===== src/pool_pkg.sv =====
package pool_pkg;

	// Word width of one channel value
	parameter int DATA_W = 16;

	// Largest window is 2**3 = 8 atoms
	parameter int MAX_WIN_SHIFT = 3;

	// Output counter width
	parameter int CNT_W = 16;

	// Pooling operation
	typedef enum logic {
		OP_MAX = 1'b0,	// Signed maximum over the window
		OP_AVE = 1'b1	// Signed sum shifted right by win_shift
	} pool_op_e;

	// Layer controller states
	typedef enum logic [1:0] {
		ST_IDLE  = 2'd0,	// Waiting for the first start
		ST_RUN   = 2'd1,	// Reading input words
		ST_DRAIN = 2'd2,	// Input done, waiting on the last writebacks
		ST_DONE  = 2'd3		// Layer finished, ready raised
	} eng_state_e;

	// Settings of one layer, latched on start
	typedef struct packed {
		pool_op_e         op;
		logic [1:0]       win_shift;	// Window is 2**win_shift atoms
		logic [CNT_W-1:0] out_count;	// Result atoms in the layer
	} pool_cfg_t;

endpackage


===== src/pool_cfg_regs.sv =====
`timescale 1ns/10ps

module pool_cfg_regs (
	input  logic                       clk,
	input  logic                       rst,
	input  logic                       i_start,		// One-cycle start pulse
	input  pool_pkg::pool_op_e         i_op,
	input  logic [1:0]                 i_win_shift,
	input  logic [pool_pkg::CNT_W-1:0] i_out_count,
	input  logic                       i_idle,		// Engine in ST_IDLE or ST_DONE
	output pool_pkg::pool_cfg_t        o_cfg,		// Settings held for the layer
	output logic                       o_cfg_load	// Layer start pulse
);

	import pool_pkg::*;

	logic accept;	// Start seen while the engine can take a new layer

	// A start landing on the load cycle itself is ignored
	assign accept = i_start && i_idle && !o_cfg_load;

	always_ff @(posedge clk or posedge rst) begin
		if (rst) begin
			o_cfg      <= '{op: OP_MAX, win_shift: '0, out_count: '0};
			o_cfg_load <= 1'b0;
		end else begin
			o_cfg_load <= accept;	// High the cycle after start
			if (accept) begin
				// Sample the levels once, later input changes are ignored
				o_cfg <= '{
					op:        i_op,
					win_shift: i_win_shift,
					out_count: i_out_count
				};
			end
		end
	end

endmodule


===== src/pool_ctrl.sv =====
`timescale 1ns/10ps

module pool_ctrl (
	input  logic                clk,
	input  logic                rst,
	input  pool_pkg::pool_cfg_t i_cfg,
	input  logic                i_cfg_load,		// Layer start from the config block
	input  logic                i_atom_valid,	// One atom collected
	input  logic                i_res_valid,	// One result atom produced
	input  logic                i_wb_busy,		// Writeback still running
	output logic                o_rd_en,		// DMA read request level
	output logic                o_idle,			// Can accept a new start
	output logic                o_ready			// Layer finished
);

	import pool_pkg::*;

	eng_state_e state, state_nxt;

	logic [MAX_WIN_SHIFT-1:0] atom_cnt;	// Atom index inside the current window
	logic [MAX_WIN_SHIFT-1:0] win_mask;	// Index of the last atom in a window
	logic [CNT_W-1:0]         win_cnt;	// Windows fully read so far
	logic [CNT_W-1:0]         res_cnt;	// Results handed to writeback
	logic                     win_end;	// This atom closes a window
	logic                     last_win;	// Current window is the last one
	logic                     drain_ok;	// All results out and writeback idle

	// Window of 2**win_shift atoms, mask = size - 1
	assign win_mask = ~({MAX_WIN_SHIFT{1'b1}} << i_cfg.win_shift);
	assign win_end  = i_atom_valid && (atom_cnt == win_mask);
	assign last_win = (win_cnt == i_cfg.out_count - CNT_W'(1));
	assign drain_ok = (res_cnt == i_cfg.out_count) && !i_wb_busy;

	always_ff @(posedge clk or posedge rst) begin
		if (rst)
			state <= ST_IDLE;
		else
			state <= state_nxt;
	end

	always_comb begin
		state_nxt = state;	// Hold by default
		case (state)
			ST_IDLE, ST_DONE: begin
				if (i_cfg_load)
					state_nxt = ST_RUN;
			end
			ST_RUN: begin
				// Empty layer has nothing to read
				if (i_cfg.out_count == '0)
					state_nxt = ST_DRAIN;
				else if (win_end && last_win)
					state_nxt = ST_DRAIN;	// Last needed word already taken
			end
			ST_DRAIN: begin
				if (drain_ok)
					state_nxt = ST_DONE;
			end
			default: state_nxt = ST_IDLE;
		endcase
	end

	// Atom and window counters, only live while reading
	always_ff @(posedge clk or posedge rst) begin
		if (rst) begin
			atom_cnt <= '0;
			win_cnt  <= '0;
		end else if (i_cfg_load) begin
			atom_cnt <= '0;
			win_cnt  <= '0;
		end else if (state == ST_RUN && i_atom_valid) begin
			if (win_end) begin
				atom_cnt <= '0;
				win_cnt  <= win_cnt + CNT_W'(1);
			end else begin
				atom_cnt <= atom_cnt + MAX_WIN_SHIFT'(1);
			end
		end
	end

	// Result counter
	always_ff @(posedge clk or posedge rst) begin
		if (rst)
			res_cnt <= '0;
		else if (i_cfg_load)
			res_cnt <= '0;
		else if (i_res_valid)
			res_cnt <= res_cnt + CNT_W'(1);
	end

	assign o_rd_en = (state == ST_RUN);
	assign o_idle  = (state == ST_IDLE) || (state == ST_DONE);
	assign o_ready = (state == ST_DONE);	// Held until the next layer starts

endmodule


===== src/atom_deser.sv =====
`timescale 1ns/10ps

module atom_deser #(
	parameter int LANES = 8
) (
	input  logic                                clk,
	input  logic                                rst,
	input  logic                                i_clear,		// Layer start, restarts the burst
	input  logic                                i_rd_we,		// DMA word strobe
	input  logic [pool_pkg::DATA_W-1:0]         i_rd_data,
	output logic                                o_atom_valid,	// Full atom on o_atom_data
	output logic [LANES*pool_pkg::DATA_W-1:0]   o_atom_data		// Lane 0 in the low word
);

	import pool_pkg::*;

	localparam int CW = $clog2(LANES);

	logic [LANES*DATA_W-1:0] sbuf;		// Shift buffer, newest word on top
	logic [CW-1:0]           burst_cnt;	// Words in the current atom

	// Payload shift, first word ends in lane 0 after LANES shifts
	always_ff @(posedge clk) begin
		if (i_rd_we)
			sbuf <= {i_rd_data, sbuf[LANES*DATA_W-1:DATA_W]};
	end

	always_ff @(posedge clk or posedge rst) begin
		if (rst) begin
			burst_cnt    <= '0;
			o_atom_valid <= 1'b0;
		end else begin
			o_atom_valid <= 1'b0;
			if (i_clear) begin
				burst_cnt <= '0;
			end else if (i_rd_we) begin
				if (burst_cnt == CW'(LANES - 1)) begin
					burst_cnt    <= '0;
					o_atom_valid <= 1'b1;	// Atom complete next cycle
				end else begin
					burst_cnt <= burst_cnt + CW'(1);
				end
			end
		end
	end

	assign o_atom_data = sbuf;

endmodule


===== src/pool_lanes.sv =====
`timescale 1ns/10ps

module pool_lanes #(
	parameter int LANES = 8
) (
	input  logic                              clk,
	input  logic                              rst,
	input  logic                              i_clear,		// Layer start
	input  pool_pkg::pool_cfg_t               i_cfg,
	input  logic                              i_atom_valid,
	input  logic [LANES*pool_pkg::DATA_W-1:0] i_atom_data,
	output logic                              o_res_valid,	// One result atom ready
	output logic [LANES*pool_pkg::DATA_W-1:0] o_res_data
);

	import pool_pkg::*;

	// Room for the sum of 8 words
	localparam int ACC_W = DATA_W + MAX_WIN_SHIFT;

	logic [MAX_WIN_SHIFT-1:0] atom_cnt;	// Atom index inside the window
	logic [MAX_WIN_SHIFT-1:0] win_mask;	// Index of the last atom
	logic                     first;	// Atom opens a window
	logic                     last;		// Atom closes a window

	assign win_mask = ~({MAX_WIN_SHIFT{1'b1}} << i_cfg.win_shift);
	assign first    = (atom_cnt == '0);
	assign last     = (atom_cnt == win_mask);

	// Window position and result strobe
	always_ff @(posedge clk or posedge rst) begin
		if (rst) begin
			atom_cnt    <= '0;
			o_res_valid <= 1'b0;
		end else begin
			o_res_valid <= i_atom_valid && last && !i_clear;
			if (i_clear)
				atom_cnt <= '0;
			else if (i_atom_valid)
				atom_cnt <= last ? '0 : atom_cnt + MAX_WIN_SHIFT'(1);
		end
	end

	genvar g;
	generate
		for (g = 0; g < LANES; g++) begin : g_lane
			logic signed [ACC_W-1:0] lane_in;	// Sign extended input word
			logic signed [ACC_W-1:0] acc;		// Running max or sum
			logic signed [ACC_W-1:0] acc_nxt;
			logic signed [ACC_W-1:0] avg;		// Floor of sum / window

			assign lane_in = ACC_W'($signed(i_atom_data[g*DATA_W +: DATA_W]));

			always_comb begin
				if (first)
					acc_nxt = lane_in;	// Window restarts on its first atom
				else if (i_cfg.op == OP_MAX)
					acc_nxt = (lane_in > acc) ? lane_in : acc;
				else
					acc_nxt = acc + lane_in;
			end

			// Arithmetic shift rounds toward minus infinity
			assign avg = acc_nxt >>> i_cfg.win_shift;

			always_ff @(posedge clk) begin
				if (i_atom_valid) begin
					acc <= acc_nxt;
					if (last) begin
						// Max always fits in DATA_W, average is truncated
						o_res_data[g*DATA_W +: DATA_W] <= (i_cfg.op == OP_MAX) ?
							acc_nxt[DATA_W-1:0] : avg[DATA_W-1:0];
					end
				end
			end
		end
	endgenerate

endmodule


===== src/wb_serializer.sv =====
`timescale 1ns/10ps

module wb_serializer #(
	parameter int LANES = 8
) (
	input  logic                              clk,
	input  logic                              rst,
	input  logic                              i_res_valid,	// Result atom strobe
	input  logic [LANES*pool_pkg::DATA_W-1:0] i_res_data,
	output logic                              o_wr_en,		// DMA write strobe
	output logic [pool_pkg::DATA_W-1:0]       o_wr_data,
	output logic                              o_busy		// Lanes still being written
);

	import pool_pkg::*;

	localparam int CW = $clog2(LANES);

	logic [LANES*DATA_W-1:0] wb_buf;	// Captured result, lane under write in low word
	logic [CW-1:0]           lane_cnt;	// Writeback count within the atom
	logic                    busy;

	// Payload, load on result then shift one lane down per write
	always_ff @(posedge clk) begin
		if (i_res_valid)
			wb_buf <= i_res_data;
		else if (busy)
			wb_buf <= {{DATA_W{1'b0}}, wb_buf[LANES*DATA_W-1:DATA_W]};
	end

	always_ff @(posedge clk or posedge rst) begin
		if (rst) begin
			busy     <= 1'b0;
			lane_cnt <= '0;
		end else if (i_res_valid) begin
			busy     <= 1'b1;	// Writes start the next cycle with lane 0
			lane_cnt <= '0;
		end else if (busy) begin
			if (lane_cnt == CW'(LANES - 1)) begin
				busy     <= 1'b0;	// Last lane written
				lane_cnt <= '0;
			end else begin
				lane_cnt <= lane_cnt + CW'(1);
			end
		end
	end

	assign o_wr_en   = busy;
	assign o_wr_data = wb_buf[DATA_W-1:0];
	assign o_busy    = busy;

endmodule


===== src/pool_engine.sv =====
`timescale 1ns/10ps

module pool_engine #(
	parameter int LANES = 8		// Channels per atom
) (
	input  logic                       clk,
	input  logic                       rst,
	input  logic                       i_start,
	input  pool_pkg::pool_op_e         i_op,
	input  logic [1:0]                 i_win_shift,
	input  logic [pool_pkg::CNT_W-1:0] i_out_count,
	input  logic                       i_rd_we,		// DMA read data strobe
	input  logic [pool_pkg::DATA_W-1:0] i_rd_data,
	output logic                       o_rd_en,
	output logic                       o_wr_en,		// DMA write strobe, no acknowledge
	output logic [pool_pkg::DATA_W-1:0] o_wr_data,
	output logic                       o_ready
);

	import pool_pkg::*;

	pool_cfg_t               cfg;
	logic                    cfg_load;
	logic                    idle;
	logic                    atom_valid;
	logic [LANES*DATA_W-1:0] atom_data;
	logic                    res_valid;
	logic [LANES*DATA_W-1:0] res_data;
	logic                    wb_busy;

	pool_cfg_regs u_cfg (
		.clk         (clk),
		.rst         (rst),
		.i_start     (i_start),
		.i_op        (i_op),
		.i_win_shift (i_win_shift),
		.i_out_count (i_out_count),
		.i_idle      (idle),
		.o_cfg       (cfg),
		.o_cfg_load  (cfg_load)
	);

	pool_ctrl u_ctrl (
		.clk          (clk),
		.rst          (rst),
		.i_cfg        (cfg),
		.i_cfg_load   (cfg_load),
		.i_atom_valid (atom_valid),
		.i_res_valid  (res_valid),
		.i_wb_busy    (wb_busy),
		.o_rd_en      (o_rd_en),
		.o_idle       (idle),
		.o_ready      (o_ready)
	);

	atom_deser #(.LANES(LANES)) u_deser (
		.clk          (clk),
		.rst          (rst),
		.i_clear      (cfg_load),
		.i_rd_we      (i_rd_we),
		.i_rd_data    (i_rd_data),
		.o_atom_valid (atom_valid),
		.o_atom_data  (atom_data)
	);

	pool_lanes #(.LANES(LANES)) u_lanes (
		.clk          (clk),
		.rst          (rst),
		.i_clear      (cfg_load),
		.i_cfg        (cfg),
		.i_atom_valid (atom_valid),
		.i_atom_data  (atom_data),
		.o_res_valid  (res_valid),
		.o_res_data   (res_data)
	);

	wb_serializer #(.LANES(LANES)) u_wb (
		.clk         (clk),
		.rst         (rst),
		.i_res_valid (res_valid),
		.i_res_data  (res_data),
		.o_wr_en     (o_wr_en),
		.o_wr_data   (o_wr_data),
		.o_busy      (wb_busy)
	);

endmodule


===== config.mk =====
export PLATFORM = sky130hd
export DESIGN_NAME = pool_engine
export DESIGN_NICKNAME = d
export VERILOG_FILES = /design/src/pool_pkg.sv /design/src/pool_cfg_regs.sv /design/src/pool_ctrl.sv /design/src/atom_deser.sv /design/src/pool_lanes.sv /design/src/wb_serializer.sv /design/src/pool_engine.sv
export SDC_FILE = /design/constraint.sdc
export NUM_CORES = 2
export LEC_CHECK = 0
export BUFFER_PORTS_ARGS = -buffer_cell sky130_fd_sc_hd__buf_2
export CORE_ASPECT_RATIO = 1.75
export CORE_MARGIN = 1.5
export CORE_UTILIZATION = 58
export DETAILED_ROUTE_END_ITERATION = 12
export PLACE_DENSITY = 0.88
export SLEW_MARGIN = 10
export SYNTH_ARGS = -nofsm -noshare
export SYNTH_HDL_FRONTEND = slang
export SYNTH_SLANG_ARGS = --single-unit

===== constraint.sdc =====
create_clock -name clk -period 9.75 [get_ports clk]
set_input_delay 1.95 -clock clk [delete_from_list [all_inputs] [get_ports clk]]
set_output_delay 1.95 -clock clk [all_outputs]
set_load 0.01 [all_outputs]

==> reports/results.ini <==
[run_status]
status=finished, final reports clean

[die]
die_w_um=202
core_um2=68600
io_pins=58
fp.dieArea_um2=71300
die_h_um=352
start_util=0.588
rows=127

[cts]
clock_latency_ns=0.68
cts_tree=yes
cts_setup_buffers=0
ctsHtreeMaxLevel=2
cts_resized=0
cts_root_buffer=clkbuf_16
cts.sinks=605
path_clk_slew_ns=0.07
cts-hold-fix-buffers=0
clockBufferDepth=3
cts_buffers=58

[logic_synthesis]
avgSynthCellArea_um2=10.0
syn_inst=4037
synthArstFlopShare=0.114
yosysWarnings=0
synth_ff_type=edfxtp_1
synth_common_cells=536 x edfxtp_1, 351 x nor2_1, 323 x a21oi_1, 323 x inv_1, 310 x ha_1
synth-edff-count=536
ys_ff_latch=605
yosysMostFrequentCell=edfxtp_1
seq_area_frac_synth=0.441
syn_nets=4394
synth_area_um2=40400
yosys.area.top_type=edfxtp_1
synth_top_area_frac=0.399
ys_top_cells_by_area=edfxtp_1 40%, ha_1 9.6%, dfrtp_1 4.3%, a21oi_1 4.0%, mux2_2 3.4%
synth_cell_types=109

[grt]
grt_pass1_wl_um=206000
grt_pass1_vias=34427
grtUsageMet1=0.404
track_usage=0.387
grt_start_max_net_pins=108
use_met2=0.651
antenna_found_initial=10
use_met3=0.0926
grt-busiest-layer=met2
overflow=0

[sta]
max_freq_mhz=193
fin_crit_ns=5.18
tightestPinTransition_ns=1.44
grt_setup_unrepaired=false
skew_ns=0.0410
setup_viol=0
hold_viol=0
setup_tns_ns=0
maxSlewViolCount=0
slew-limit-headroom=0.0288
fin_crit_sh=0.531

[detailed_routing]
remaining_drc_errors=0
vias=34680
drt-total-wl_um=140000
drt-initial-drc-count=4900
antenna_left=0
vias_per_cell=7.03
dr.pass1.iters=10
wl_per_cell_um=28.4

[critical_path]
crit_end=u_lanes.o_res_data[95]$_DFFE_PP_
endpoint_kind=register
crit_fanout=24
reg2reg_depth=11
crit_required_ns=10.09
timing_worst_setup_path_type=reg2reg
rrSetupSlack_ns=4.57
r2r-start=u_deser.o_atom_data[95]$_DFFE_PP_
r2r-end=u_lanes.o_res_data[95]$_DFFE_PP_
cp-start-kind=register
crit_start=u_deser.o_atom_data[95]$_DFFE_PP_
arrival_ns=5.52

[pwr]
ir_drop_mv=0.200
leakagePower_nw=16.8
p_per_area_nw_per_um2=213

[place]
dp.final_hpwl_um=91600
placed_cell_area_um2=41300
gp_congestion=1.00
port_buffers=57

[cells_and_area]
nets=4331
design_area_um2=43300
final_layout_size_suffix_gt1_frac=0.103
syn_to_final_growth_pct=7.16

[run]
max_cap_violations=0

[worst_hold_path]
worstHoldPathType=reg2reg

==> metrics by stage <==
stage | hold WS (ns) | total power [W] | cells | utilization | setup WS [ns]
finish | 0.533 | 0.00923 | 4932 | 0.630 | 4.57
global route | 0.544 | 0.00944 | 4926 | 0.630 | 4.55
CTS | 0.522 | 0.00896 | 4926 | 0.630 | 4.85
detailed placement | 0.513 | 0.00663 | 4817 | 0.602 | 4.91
global placement | 0.508 | 0.00656 | 4817 | 0.602 | 4.87
floorplan | 0.457 | 0.00548 | 4037 | - | 1.64
==> layout by cell type (no fill, tap or decap), drive strengths merged, types with 24 or more instances in the layout <==
cell type	n
a211oi	55
a21oi	326
a221oi	35
a22oi	42
a31oi	37
and2	25
buf	109
clkbuf	65
clkinv	29
dfrtp	69
edfxtp	536
ha	310
inv	326
mux2	121
mux2i	62
nand2	250
nand2b	37
nand3	61
nand4	42
nor2	353
nor2b	46
nor3	87
nor4	31
o211ai	36
o21a	25
o21ai	174
o21bai	24
o22ai	123
o31ai	29
or3	26
xnor2	105
xor2	65
==> layer usage <==
layer	routed length (um)	up-vias
li1	-	14845
met1	42500	16192
met2	66900	2644
met3	15500	985
met4	14800	14
met5	92	-
==> worst min path at each step <==
stage	from	endpoint	slack (ns)	cells past startpoint
global route	u_lanes.o_res_data[39]$_DFFE_PP_	u_wb.wb_buf[39]$_DFFE_PP_	0.54	1
detailed placement	u_lanes.o_res_data[119]$_DFFE_PP_	u_wb.wb_buf[119]$_SDFFCE_PN0P_	0.51	1
floorplan	u_deser.o_atom_data[16]$_DFFE_PP_	u_deser.o_atom_data[0]$_DFFE_PP_	0.46	0
finish	u_lanes.o_res_data[119]$_DFFE_PP_	u_wb.wb_buf[119]$_SDFFCE_PN0P_	0.53	1
CTS	u_lanes.o_res_data[39]$_DFFE_PP_	u_wb.wb_buf[39]$_DFFE_PP_	0.52	1
global placement	u_lanes.o_res_data[113]$_DFFE_PP_	u_wb.wb_buf[113]$_SDFFCE_PN0P_	0.51	1
==> power by group <==
| group | internal [W] | leakage (nW) | switching [W] | total (W) |
|---|---|---|---|---|
| clock network | 0.00127 | 0.912 | 0.00109 | 0.00236 |
| registers | 0.00318 | 5.85 | 0.000242 | 0.00342 |
| logic | 0.00102 | 10.0 | 0.00244 | 0.00346 |
| total | 0.00547 | 16.8 | 0.00377 | 0.00923 |
==> registers in the layout, summed over array words and instances (netlist names) <==
| signal | cells |
|---|---|
| u_cfg.o_cfg | 19 |
| u_cfg.o_cfg_load | 1 |
| u_ctrl.atom_cnt | 3 |
| u_ctrl.res_cnt | 16 |
| u_ctrl.state | 2 |
| u_ctrl.win_cnt | 16 |
| u_deser.burst_cnt | 3 |
| u_deser.o_atom_data | 128 |
| u_deser.o_atom_valid | 1 |
| u_lanes.atom_cnt | 3 |
| u_lanes.g_lane.acc | 152 |
| u_lanes.o_res_data | 128 |
| u_lanes.o_res_valid | 1 |
| u_wb.lane_cnt | 3 |
| u_wb.o_busy | 1 |
| u_wb.wb_buf | 128 |
==> cells by family (layout without fill, tap and decap cells) <==
| logic type | count (synthesis) | after routing | synth area share |
|---|---|---|---|
| AND/OR/NAND/NOR | 1050 | 1050 | 0.125 |
| buffers and inverters | 558 | 544 | 0.0545 |
| adder cells (fa/ha/maj) | 318 | 318 | 0.100 |
| other | 0 | 6 | 0 |
| XOR/XNOR | 170 | 170 | 0.0369 |
| flip-flops | 605 | 605 | 0.441 |
| AO/OA/AOI/OAI | 1153 | 1153 | 0.193 |
| multiplexers | 183 | 183 | 0.0491 |
==> final cells by class <==
type                            count  area (um2)
Clock buffer                       65        1500
Antenna cell                        6        15.0
Timing Repair Buffer              109         694
Clock inverter                     44         422
Multi-Input combinational cell   2874       20400
Tap cell                          903        1130
Sequential cell                   605       17800
Inverter                          326        1230
Fill cell                        5317       25400
==> critical path, cell delays in order, from the launching register on <==
cell	delay, ns
edfxtp_1	0.69
ha_1	0.55
nand4_1	0.17
nor4bb_1	0.73
o21a_1	0.30
a2111oi_0	0.13
mux2_2	0.52
nand2_1	0.43
o22ai_1	0.15
a21boi_1	0.25
o22ai_1	0.13
nor4_1	0.77
(Power assumes the default switching activity.)
